`src/verilog/ram512k_pkg.sv`:
```
// RAM expansion package with field widths, bank and scheme constants and the select byte layout
package ram512k_pkg;

  // Field widths of the select byte and of the SRAM high address
  localparam int tag_w       = 2;
  localparam int bank_w      = 3;
  localparam int scheme_w    = 3;

  // The SRAM high address is the bank followed by a two-bit block number
  localparam int ramadr_hi_w = bank_w + 2;

  // Bank reserved for shadowing the internal RAM
  localparam logic [bank_w-1:0] shadow_bank = 3'd7;

  // Top two bits of the data byte that mark a bank/scheme select write
  localparam logic [tag_w-1:0] select_tag = 2'b11;

  // Scheme that maps block 3 into the 0x4000 window, kept in step with adr15_q
  localparam logic [scheme_w-1:0] scheme_c3 = 3'd3;

  // Write-cycle state encodings, T2 and the spare state differ from T1 and idle by one bit
  localparam int          state_w   = 2;
  localparam logic [1:0]  st_idle   = 2'b00;
  localparam logic [1:0]  st_t1     = 2'b01;
  localparam logic [1:0]  st_t2     = 2'b11;
  localparam logic [1:0]  st_finish = 2'b10;

  // The data bus seen at a port write, either as a plain byte or split into its fields
  typedef union packed {
    logic [7:0] raw;
    struct packed {
      // Must equal select_tag for the write to reach the register
      logic [tag_w-1:0]    tag;
      // Picks one of eight 64K banks in the SRAM
      logic [bank_w-1:0]   bank;
      // Picks the block-switching scheme within the bank
      logic [scheme_w-1:0] scheme;
    } fields;
  } select_byte_t;

endpackage

```
`src/verilog/cpu_bus_if.sv`:
```
// Z80 CPU bus bundle shared by the select register, the write-cycle FSM and the mapper
`timescale 1ns/1ps

interface cpu_bus_if;

  // Memory and refresh strobes, all active low
  logic       mreq_b;
  logic       rfsh_b;
  logic       iorq_b;
  logic       wr_b;
  logic       rd_b;

  // Top two address bits choose the 16K block within the 64K space
  logic       adr15;
  logic       adr14;

  // Data bus, only read here during port writes
  logic [7:0] data;

  // Wait-state request from the bus, high when the cycle may proceed
  logic       ready;

  // Port decode view for the select register
  modport cfg (input iorq_b, input wr_b, input adr15, input data);

  // Cycle tracking view for the write-cycle FSM
  modport cycle (input mreq_b, input rfsh_b, input rd_b, input ready);

  // Address and strobe view for the bank mapper
  modport map (input mreq_b, input rfsh_b, input wr_b, input adr15, input adr14);

endinterface

```
`src/verilog/bank_mapper.sv`:
```
// Bank mapper that steers each access to SRAM or internal RAM and raises the overdrive requests
`timescale 1ns/1ps

module bank_mapper (
  input  logic                                clk,
  input  logic                                reset_b,
  cpu_bus_if.map                              bus,
  input  logic [ram512k_pkg::bank_w-1:0]      bank,
  input  logic [ram512k_pkg::scheme_w-1:0]    scheme,
  input  logic                                mwr_cyc,
  input  logic                                overdrive_mode,
  input  logic                                shadow_mode,
  output logic                                ramcs_b,
  output logic                                ramdis,
  output logic [ram512k_pkg::ramadr_hi_w-1:0] ramadrhi,
  output logic                                adr15_drive,
  output logic                                rd_b_drive
);
  import ram512k_pkg::*;

  logic              adr15_q;
  logic [1:0]        a;
  logic [1:0]        aq;
  logic [bank_w-1:0] hit_bank;
  logic [1:0]        blk;
  logic              exp_ram;
  logic              int_sel_b;

  // A15 follows the bus between cycles and is frozen once MREQ* falls
  // In C3 mode the board may overdrive A15 mid-cycle, so the decode must not see that change
  always_ff @(posedge clk) begin
    if (!reset_b) begin
      adr15_q <= 1'b0;
    end else if (bus.mreq_b) begin
      adr15_q <= bus.adr15;
    end
  end

  assign a  = {bus.adr15, bus.adr14};
  assign aq = {adr15_q, bus.adr14};

  // With shadowing on, the shadow bank is taken, so a select of it lands on the even bank below
  assign hit_bank = (shadow_mode && (bank == shadow_bank)) ? {bank[bank_w-1:1], 1'b0} : bank;

  // Work out whether the expansion RAM serves this access and which 16K block it uses
  always_comb begin
    exp_ram = 1'b0;
    blk     = a;
    case (scheme)
      3'd0: exp_ram = 1'b0;
      3'd1: begin
        exp_ram = (a == 2'b11);
        blk     = 2'b11;
      end
      3'd2: exp_ram = 1'b1;
      scheme_c3: begin
        // Uses the held A15 so an overdriven A15 does not move the access
        exp_ram = (aq == 2'b11);
        blk     = 2'b11;
      end
      // Schemes 4 to 7 place block 0 to 3 in the 0x4000 window
      default: begin
        exp_ram = (a == 2'b01);
        blk     = scheme[1:0];
      end
    endcase
  end

  // Choose the internal RAM select and the SRAM high address
  always_comb begin
    int_sel_b = 1'b1;
    ramadrhi  = {hit_bank, a};
    if (exp_ram) begin
      int_sel_b = 1'b0;
      ramadrhi  = {hit_bank, blk};
    end else if (shadow_mode) begin
      if ((scheme == scheme_c3) && (aq == 2'b01)) begin
        // Reads of the C3 window come from the shadow copy of block 3
        int_sel_b = 1'b0;
        ramadrhi  = {shadow_bank, 2'b11};
      end else begin
        // Writes to internal RAM are mirrored into the shadow bank, reads are not
        int_sel_b = bus.wr_b;
        ramadrhi  = {shadow_bank, a};
      end
    end
  end

  // SRAM is only enabled for real memory cycles, never during refresh
  assign ramcs_b = int_sel_b | bus.mreq_b | !bus.rfsh_b;

  // Disabling the internal RAM mirrors the SRAM select before the strobe gating
  assign ramdis  = !int_sel_b;

  // Pull A15 high for the C3 window; in shadow mode only writes need it, since reads come from SRAM
  assign adr15_drive = overdrive_mode && (scheme == scheme_c3) && bus.adr14 &&
                       (shadow_mode ? mwr_cyc : !bus.mreq_b);

  // Hold RD* off the internal RAM for the whole expansion write
  assign rd_b_drive = overdrive_mode && exp_ram && mwr_cyc;

endmodule

```
`src/verilog/bank_select_reg.sv`:
```
// Bank and scheme select register, loaded by an I/O write to port 0x7Fxx
`timescale 1ns/1ps

module bank_select_reg (
  input  logic                              clk,
  input  logic                              reset_b,
  cpu_bus_if.cfg                            bus,
  output logic [ram512k_pkg::bank_w-1:0]    bank,
  output logic [ram512k_pkg::scheme_w-1:0]  scheme
);
  import ram512k_pkg::*;

  select_byte_t sel_byte;
  logic         sel_hit;

  // The same data byte is read both as a whole and as tag, bank and scheme
  assign sel_byte.raw = bus.data;

  // Port 0x7Fxx is decoded on A15 alone, the rest of the address is ignored
  // The tag check stops other devices sharing the port from changing the mapping
  assign sel_hit = !bus.iorq_b && !bus.wr_b && !bus.adr15 &&
                   (sel_byte.raw[7:6] == select_tag);

  // The new mapping takes effect in the cycle after the sampling edge
  always_ff @(posedge clk) begin
    if (!reset_b) begin
      bank   <= '0;
      scheme <= '0;
    end else if (sel_hit) begin
      bank   <= sel_byte.fields.bank;
      scheme <= sel_byte.fields.scheme;
    end
  end

endmodule

```
`src/verilog/ram512k_top.sv`:
```
// Top level of the 512K RAM expansion controller for a Z80 home computer
`timescale 1ns/1ps

module ram512k_top (
  input  logic                                clk,
  input  logic                                reset_b,
  input  logic                                rfsh_b,
  input  logic                                mreq_b,
  input  logic                                iorq_b,
  input  logic                                wr_b,
  input  logic                                rd_b,
  input  logic                                ramrd_b,
  input  logic                                adr15,
  input  logic                                adr14,
  input  logic [7:0]                          data,
  input  logic                                ready,
  input  logic                                m1_b,
  input  logic [1:0]                          dip,
  output logic                                ramcs_b,
  output logic                                ramdis,
  output logic [ram512k_pkg::ramadr_hi_w-1:0] ramadrhi,
  output logic                                ramoe_b,
  output logic                                ramwe_b,
  output logic                                adr15_drive,
  output logic                                rd_b_drive
);
  import ram512k_pkg::*;

  logic [bank_w-1:0]   bank;
  logic [scheme_w-1:0] scheme;
  logic                mwr_cyc;
  logic                overdrive_mode;
  logic                shadow_mode;

  // m1_b is not decoded, the pin is kept so the board footprint stays the same

  // Board switches, overdrive is needed on machines whose internal RAM cannot be disabled
  assign overdrive_mode = dip[0];
  assign shadow_mode    = dip[1];

  // Gather the CPU bus pins for the blocks below
  cpu_bus_if cpu_bus ();

  assign cpu_bus.mreq_b = mreq_b;
  assign cpu_bus.rfsh_b = rfsh_b;
  assign cpu_bus.iorq_b = iorq_b;
  assign cpu_bus.wr_b   = wr_b;
  assign cpu_bus.rd_b   = rd_b;
  assign cpu_bus.adr15  = adr15;
  assign cpu_bus.adr14  = adr14;
  assign cpu_bus.data   = data;
  assign cpu_bus.ready  = ready;

  // SRAM strobes come straight from the bus, the chip select does the gating
  assign ramwe_b = wr_b;
  assign ramoe_b = ramrd_b;

  bank_select_reg bank_select_reg_i (
    .clk     (clk),
    .reset_b (reset_b),
    .bus     (cpu_bus.cfg),
    .bank    (bank),
    .scheme  (scheme)
  );

  write_cycle_fsm write_cycle_fsm_i (
    .clk     (clk),
    .reset_b (reset_b),
    .bus     (cpu_bus.cycle),
    .mwr_cyc (mwr_cyc)
  );

  bank_mapper bank_mapper_i (
    .clk            (clk),
    .reset_b        (reset_b),
    .bus            (cpu_bus.map),
    .bank           (bank),
    .scheme         (scheme),
    .mwr_cyc        (mwr_cyc),
    .overdrive_mode (overdrive_mode),
    .shadow_mode    (shadow_mode),
    .ramcs_b        (ramcs_b),
    .ramdis         (ramdis),
    .ramadrhi       (ramadrhi),
    .adr15_drive    (adr15_drive),
    .rd_b_drive     (rd_b_drive)
  );

endmodule

```
`src/verilog/write_cycle_fsm.sv`:
```
// Write-cycle FSM that tracks a CPU memory write from MREQ* low until READY lets it finish
`timescale 1ns/1ps

module write_cycle_fsm (
  input  logic     clk,
  input  logic     reset_b,
  cpu_bus_if.cycle bus,
  output logic     mwr_cyc
);
  import ram512k_pkg::*;

  logic [state_w-1:0] state_q;
  logic [state_w-1:0] state_d;
  logic               ready_q;

  // READY is registered so a wait state is seen one edge after it is asserted
  always_ff @(posedge clk) begin
    if (!reset_b) begin
      ready_q <= 1'b1;
    end else begin
      ready_q <= bus.ready;
    end
  end

  // A memory cycle with RD* high and no refresh can only be a write
  // T1 stretches while wait states are inserted, T2 covers the final clock
  always_comb begin
    state_d = state_q;
    case (state_q)
      st_idle: begin
        if (!bus.mreq_b && bus.rfsh_b && bus.rd_b) begin
          state_d = st_t1;
        end
      end
      st_t1: begin
        if (ready_q) begin
          state_d = st_t2;
        end
      end
      st_t2: state_d = st_idle;
      // The spare encoding is never entered, fall back to idle if it ever is
      st_finish: state_d = st_idle;
      default: state_d = st_idle;
    endcase
  end

  always_ff @(posedge clk) begin
    if (!reset_b) begin
      state_q <= st_idle;
    end else begin
      state_q <= state_d;
    end
  end

  // Held through T1 and T2 so the RD* overdrive lasts past the rising edge of MREQ*
  assign mwr_cyc = (state_q == st_t1) || (state_q == st_t2);

endmodule
```
`config.mk`:
```
export PLATFORM = sky130hd
export DESIGN_NAME = ram512k_top
export DESIGN_NICKNAME = d
export VERILOG_FILES = /design/src/verilog/ram512k_pkg.sv /design/src/verilog/cpu_bus_if.sv /design/src/verilog/bank_mapper.sv /design/src/verilog/bank_select_reg.sv /design/src/verilog/ram512k_top.sv /design/src/verilog/write_cycle_fsm.sv
export SDC_FILE = /design/constraint.sdc
export NUM_CORES = 1
export LEC_CHECK = 0
export BUFFER_PORTS_ARGS = -buffer_cell sky130_fd_sc_hd__clkbuf_2
export CAP_MARGIN = 15
export CORE_MARGIN = 1.5
export CORE_UTILIZATION = 42
export DETAILED_ROUTE_END_ITERATION = 10
export GPL_TIMING_DRIVEN = 0
export PLACE_DENSITY = 0.73
export SLEW_MARGIN = 20
export SYNTH_ARGS = -nofsm -noshare
export SYNTH_HDL_FRONTEND = slang
export SYNTH_HIERARCHICAL = 1
export SYNTH_SLANG_ARGS = --single-unit
```
`constraint.sdc`:
```
create_clock -name clk -period 1.2 [get_ports clk]
set_input_delay 0.06 -clock clk [delete_from_list [all_inputs] [get_ports clk]]
set_output_delay 0.06 -clock clk [all_outputs]
set_load 0.02 [all_outputs]
```
==> flow_summary.yaml, run 1 <==
worst_setup_path:
  slowest_stage: "dfxtp_4"
  r2r-end: "bank_select_reg_i/scheme[0]"
  critical_path_class: "register to output pin"
  startpoint: "bank_select_reg_i/scheme[0]"
  cp_max_fo: 6
  worst_setup_path_end_kind: "output pin"
  slowest_delay_ns: 0.37
  cp.arrival_ns: 1.53
  crit_chain: "nand2_2 -> o21ai_2 -> a31oi_4 -> a211o_1 -> clkbuf_8"
  reg2regPathDepth: 4
  worstPathBufferInverterCount: 1
  cp.required_ns: 1.14
  rrSetupSlack_ns: 0.36
  r2r_start: "bank_select_reg_i/scheme[0]"
  crit_family: "compound AO/OA/AOI/OAI gates"
  start_kind: "register"
  cp.depth: 5
cts:
  cts_tree: "yes"
  cts.path.max_buffers: 2
  numCtsBuffers: 3
  clk_latency_ns: 0.26
  cts_root_buf: "clkbuf_4"
  clk_pin_slew_ns: 0.06
  clock-sinks: 10
  htreeDepth: 1
placement:
  placed_cell_area_um2: 783
  portBuffers: 29
  dp.cells: 117
  place_ws_ns: -0.210
  routabilityCongestion: 0.644
  dp_hpwl_mm: 1.04
yosys:
  synthMuxAreaShare_pct: 13.2
  synth_most_common_cell: "nand2_1"
  synth-simple-area-share_pct: 30.0
  synth.avg_cell_area_um2: 8.30
  syn_inst: 73
  synth_top_cell_area_share_pct: 33.1
  synth_nets: 95
  yosys_warnings: 6
  synth_xor_area_share_pct: 0
  synthArstFlopShare_pct: 0
  synthTopCellsByArea: "dfxtp_1 33%, mux2i_1 13%, nand2_1 12%"
  ys_seq_area_share_pct: 33.1
  synth_edf_count: 0
  synth.distinct_cells: 24
  synth-compound-area-share_pct: 16.9
  synth-seq-cells: 10
  synth_top_family_by_area: "simple AND/OR/NAND/NOR gates"
  synth_area_um2: 606
  synthAdderAreaFrac_pct: 0
  yosysTopAreaCell: "dfxtp_1"
  ys.flop_type: "dfxtp_1"
  synthTopCellsByCount: "19 x nand2_1, 10 x dfxtp_1, 8 x mux2i_1"
timing:
  min_period_ns: 1.59
  post-route-period-util_pct: 132
  worstMarginPinSlew_ns: 0.604
  fin_ws_ns: -0.386
  hold_viol: 0
  hold_ws_ns: 0.00969
  grt_setup_unrepaired: "yes"
  fmax_mhz: 630
  maxSlewHeadroom_pct: 59.4
  drv_slew: 0
  finalSetupViolations: 8
  skew_ns: 0.000448
global_route:
  grt_pass1_vias: 556
  track_usage_pct: 21.2
  gr-total-overflow: 0
  grt_start_max_net_pins: 11
  antenna_found_initial: 0
  grt_pass1_wl_mm: 2.32
floorplanning:
  pin_count: 33
  dieArea_um2: 1680
  die_x_um: 41.0
  rows: 13
  initial_core_util_pct: 46.0
  die_h_um: 41.0
  core_area_um2: 1320
routing:
  vias: 647
  vias_per_cell: 5.09
  wl_per_cell_um: 12.4
  drc: 0
  drt_wl_total_mm: 1.58
  drt_iter0_markers: 6
  detail_route.first_pass.iterations: 2
  final_antenna_net_count: 0
power_and_ir_drop:
  power.density_nw_per_um2: 777
  p_leak_nw: 0.448
  vdd_drop_max_mv: 0.705
cells_and_area:
  area_delta_synth_final_pct: 63.8
  nets: 136
  drive_gt1_share_pct: 52.7
  utilization_pct: 75.3
  stdcell_area_um2: 992
  stdcell_count: 127
  diodes: 0
run:
  maxCapViolations: 0
worst_hold_path:
  min_from: "data[1]"
  whs_path_depth: 3
  min_path_type: "input port to register"
  holdPathEnd: "bank_select_reg_i/scheme[1]"
outcome:
  violations: "negative setup slack"
  status: "finished, violations left"
report_power, final:
group / internal (mW) / switching (mW) / total (mW)
Combinational: 0.104 / 0.0955 / 0.199
Sequential: 0.336 / 0.00803 / 0.344
Clock: 0.116 / 0.112 / 0.228
cell type report:
cell class,instances,area (um^2)
multi-input combinational,55,418
inverter,3,13.8
sequential,10,213
timing repair buffer,36,277
fill,109,325
tap,15,18.8
buffer,5,30.0
clock buffer,3,22.5
how the worst max path moves through the flow:
stage / slack, ns / end
final: -0.39 / ramcs_b
after global routing: -0.44 / ramcs_b
after global placement: -0.18 / ramadrhi[1]
after CTS: -0.40 / ramadrhi[1]
after detailed placement: -0.21 / ramadrhi[1]
after floorplan: 0.02 / ramadrhi[1]
per-layer routing:
layer	vias up	global-route usage (%)	part of all wire (%)
met4	0	10.0	1.5
li1	326	-	-
met1	297	25.3	44
met5	-	0	0
met3	2	2.72	5.3
met2	22	36.7	49
kinds of logic after synthesis:
| family | after synthesis |
|---|---|
| AOI/OAI and AO/OA | 13 |
| DFF | 10 |
| buffers and inverters | 8 |
| and+or+nand+nor | 34 |
| muxes | 8 |
metrics by stage:
step,setup TNS [ns],power (mW)
floorplan,0,0.443
global placement,-0.506,0.504
detailed placement,-0.612,0.508
CTS,-2.49,0.756
global route,-2.96,0.806
finish,-2.44,0.771
layout by cell type (no fill, tap or decap), drive strengths merged:
| cell | n |
|---|---|
| clkbuf | 28 |
| nand2 | 19 |
| buf | 15 |
| dfxtp | 10 |
| mux2i | 8 |
| nor2 | 4 |
| o21ai | 4 |
| a21oi | 3 |
| inv | 3 |
| nand2b | 3 |
| nand3b | 2 |
| a21o | 2 |
| a31oi | 1 |
| nand3 | 1 |
| a22o | 1 |
| or3 | 1 |
| nand4b | 1 |
| o31a | 1 |
| a211o | 1 |
| nor3b | 1 |
| nor2b | 1 |
| nor4 | 1 |
| dlygate4sd3 | 1 |
state kept, by name, summed over array words and instances, names as in the netlist:
name / cells
write_cycle_fsm_i/ready_q: 1
bank_mapper_i/adr15_q: 1
write_cycle_fsm_i/state_q: 2
bank_select_reg_i/bank: 3
bank_select_reg_i/scheme: 3
what timing repair did:
item                                    in CTS  in global routing
buffers inserted                             5                  1
gates resized for setup                     25                 17
hold endpoints to repair                     1                  0
endpoints found under the setup margin       9                  9
pin swaps                                    4                  5
hold buffers                                 1                  0
tightest hold or removal path, cell delays in order:
cell and delay, ns:
clkbuf_2 0.08, nand2_1 0.04, mux2i_1 0.05
Note: power is estimated with default switching activity, not from simulation.
==> run 2: changes to the inputs <==
- CORE_ASPECT_RATIO: not set -> 0.75
- CORE_UTILIZATION: 42 -> 30
- PLACE_DENSITY: 0.73 -> 0.55
==> run 2 against run 1 <==
Against the previous run: the flow still finishes with violations (negative setup slack); combinational power is 5% lower; register-to-register slack better by 0.15 ns; first-iteration DRC count is 67% lower; critical path type unchanged; hold slack better by 0.012 ns; clock skew hardly changed; critical path depth is 1 higher; sequential cell count stayed put.
==> flow_summary.yaml, run 2 (same netlist as run 1, synthesis figures left out) <==
worst_setup_path:
  slowest_delay_ns: 0.41
  crit_end: "ramcs_b"
  reg2regPathDepth: 2
  critical_path_class: "register to output pin"
  worstPathBufferInverterCount: 2
  r2r-end: "bank_select_reg_i/scheme[1]"
  cp.required_ns: 1.14
  r2r_start: "bank_select_reg_i/scheme[1]"
  rrSetupSlack_ns: 0.51
  start_kind: "register"
  worst_setup_path_end_kind: "output pin"
  crit_chain: "nand2_1 -> o21ai_2 -> a31oi_4 -> buf_6 -> a211o_1 -> clkbuf_8"
  crit_family: "compound AO/OA/AOI/OAI gates"
  cp.arrival_ns: 1.52
  startpoint: "bank_select_reg_i/scheme[1]"
  cp_max_fo: 6
  slowest_stage: "dfxtp_4"
  cp.depth: 6
worst_hold_path:
  min_path_type: "input port to register"
placement:
  routabilityCongestion: 0.697
  dp_hpwl_mm: 1.06
  place_ws_ns: -0.218
  portBuffers: 29
routing:
  detail_route.first_pass.iterations: 2
  drt_wl_total_mm: 1.48
  drt_iter0_markers: 2
  vias: 637
  vias_per_cell: 4.75
  drc: 0
  final_antenna_net_count: 0
  wl_per_cell_um: 11.0
global_route:
  gr-total-overflow: 0
  grt_start_max_net_pins: 11
  antenna_found_initial: 0
  grt_pass1_wl_mm: 2.35
  grt_pass1_vias: 589
  track_usage_pct: 13.5
cells_and_area:
  fillers: 186
  area_delta_synth_final_pct: 65.7
  diodes: 0
  nets: 136
  drive_gt1_share_pct: 51.8
  utilization_pct: 55.1
  top_regs: "bank_select_reg_i/bank: 3 flops, bank_select_reg_i/scheme: 3 flops, write_cycle_fsm_i/state_q: 2 flops"
  final_cell_mix: "20 x clkbuf_2, 18 x nand2_1, 8 x buf_6"
  layout_commonest_cell: "clkbuf_2"
cts:
  htreeDepth: 1
  cts.path.max_buffers: 2
  cts_tree: "yes"
  clk_latency_ns: 0.25
  clk_pin_slew_ns: 0.06
  clock-sinks: 10
  cts_root_buf: "clkbuf_4"
  numCtsBuffers: 3
timing:
  hold_viol: 0
  min_period_ns: 1.58
  post-route-period-util_pct: 132
  grt_setup_unrepaired: "yes"
  maxSlewHeadroom_pct: 60.1
  fin_ws_ns: -0.384
  skew_ns: 0.0000327
  finalSetupViolations: 9
  drv_slew: 0
  hold_ws_ns: 0.0213
  fmax_mhz: 631
  worstMarginPinSlew_ns: 0.594
power_and_ir_drop:
  power.density_nw_per_um2: 745
  p_leak_nw: 0.447
  vdd_drop_max_mv: 0.420
  total_power_uw: 747
floorplanning:
  pin_count: 33
  dieArea_um2: 2300
  initial_core_util_pct: 33.2
  die_h_um: 41.9
  die_x_um: 54.9
  core_area_um2: 1820
  rows: 13
outcome:
  status: "finished, violations left"
  violations: "negative setup slack"
run:
  maxCapViolations: 0
-- run 2: cell types whose count changed in the layout (fill, tap and decap cells not counted), sizes merged --
cell    previous run  this run
clkbuf            28        27
buf               15        16
-- run 2: cell type report --
type	instances	area, um^2	share of cell area, %
Timing Repair Buffer	36	273	27.2
Inverter	3	11.3	1.12
Tap cell	22	27.5	2.74
Clock buffer	3	22.5	2.24
Buffer	5	30.0	2.99
Sequential cell	10	213	21.2
Multi-Input combinational cell	55	427	42.5
-- run 2: power breakdown --
group	total, mW	switching (mW)	leakage, nW	internal, mW
Combinational	0.189	0.0918	0.349	0.0973
Sequential	0.343	0.00726	0.0841	0.336
Clock	0.215	0.100	0.0138	0.115
-- run 2: stage by stage --
stage | cells | TNS (ns) | instance area, um^2
floorplan | 73 | 0 | 619
global placement | 124 | -0.630 | 792
detailed placement | 124 | -0.644 | 792
CTS | 132 | -2.61 | 938
global route | 134 | -3.20 | 1000
finish | 134 | -2.41 | 1000
-- run 2: tightest hold or removal path, delay by kind of cell --
| kind | cells | cell delay (ns) |
|---|---|---|
| buffers and inverters | 1 | 0.08 |
| muxes | 1 | 0.05 |
| and+or+nand+nor | 1 | 0.04 |
-- run 2: per-layer routing --
| metal | wire length (um) | vias up | GRT usage, % |
|---|---|---|---|
| met5 | 0 | - | 0 |
| met4 | 0 | 0 | 3.00 |
| met3 | 115 | 0 | 5.04 |
| met2 | 706 | 26 | 21.7 |
| met1 | 658 | 283 | 16.9 |
| li1 | - | 328 | - |
-- run 2: repair_timing --
action                                  in CTS  in global routing
gates resized for setup                     20                 23
setup buffers                                4                  2
pin swaps                                    4                  5
hold endpoints to repair                     1                  0
endpoints found under the setup margin       9                  9
hold buffers                                 1                  0
-- run 2: how the worst min path moves through the flow --
stage	start	endpoint	slack [ns]	cells past startpoint
after detailed placement	ready	write_cycle_fsm_i/ready_q	0.25	2
after global placement	ready	write_cycle_fsm_i/ready_q	0.24	2
final	data[2]	bank_select_reg_i/scheme[2]	0.02	3
after global routing	data[0]	bank_select_reg_i/scheme[0]	0.01	3
after CTS	data[1]	bank_select_reg_i/scheme[1]	0.009	3
after floorplan	reset_b	write_cycle_fsm_i/ready_q	0.13	1
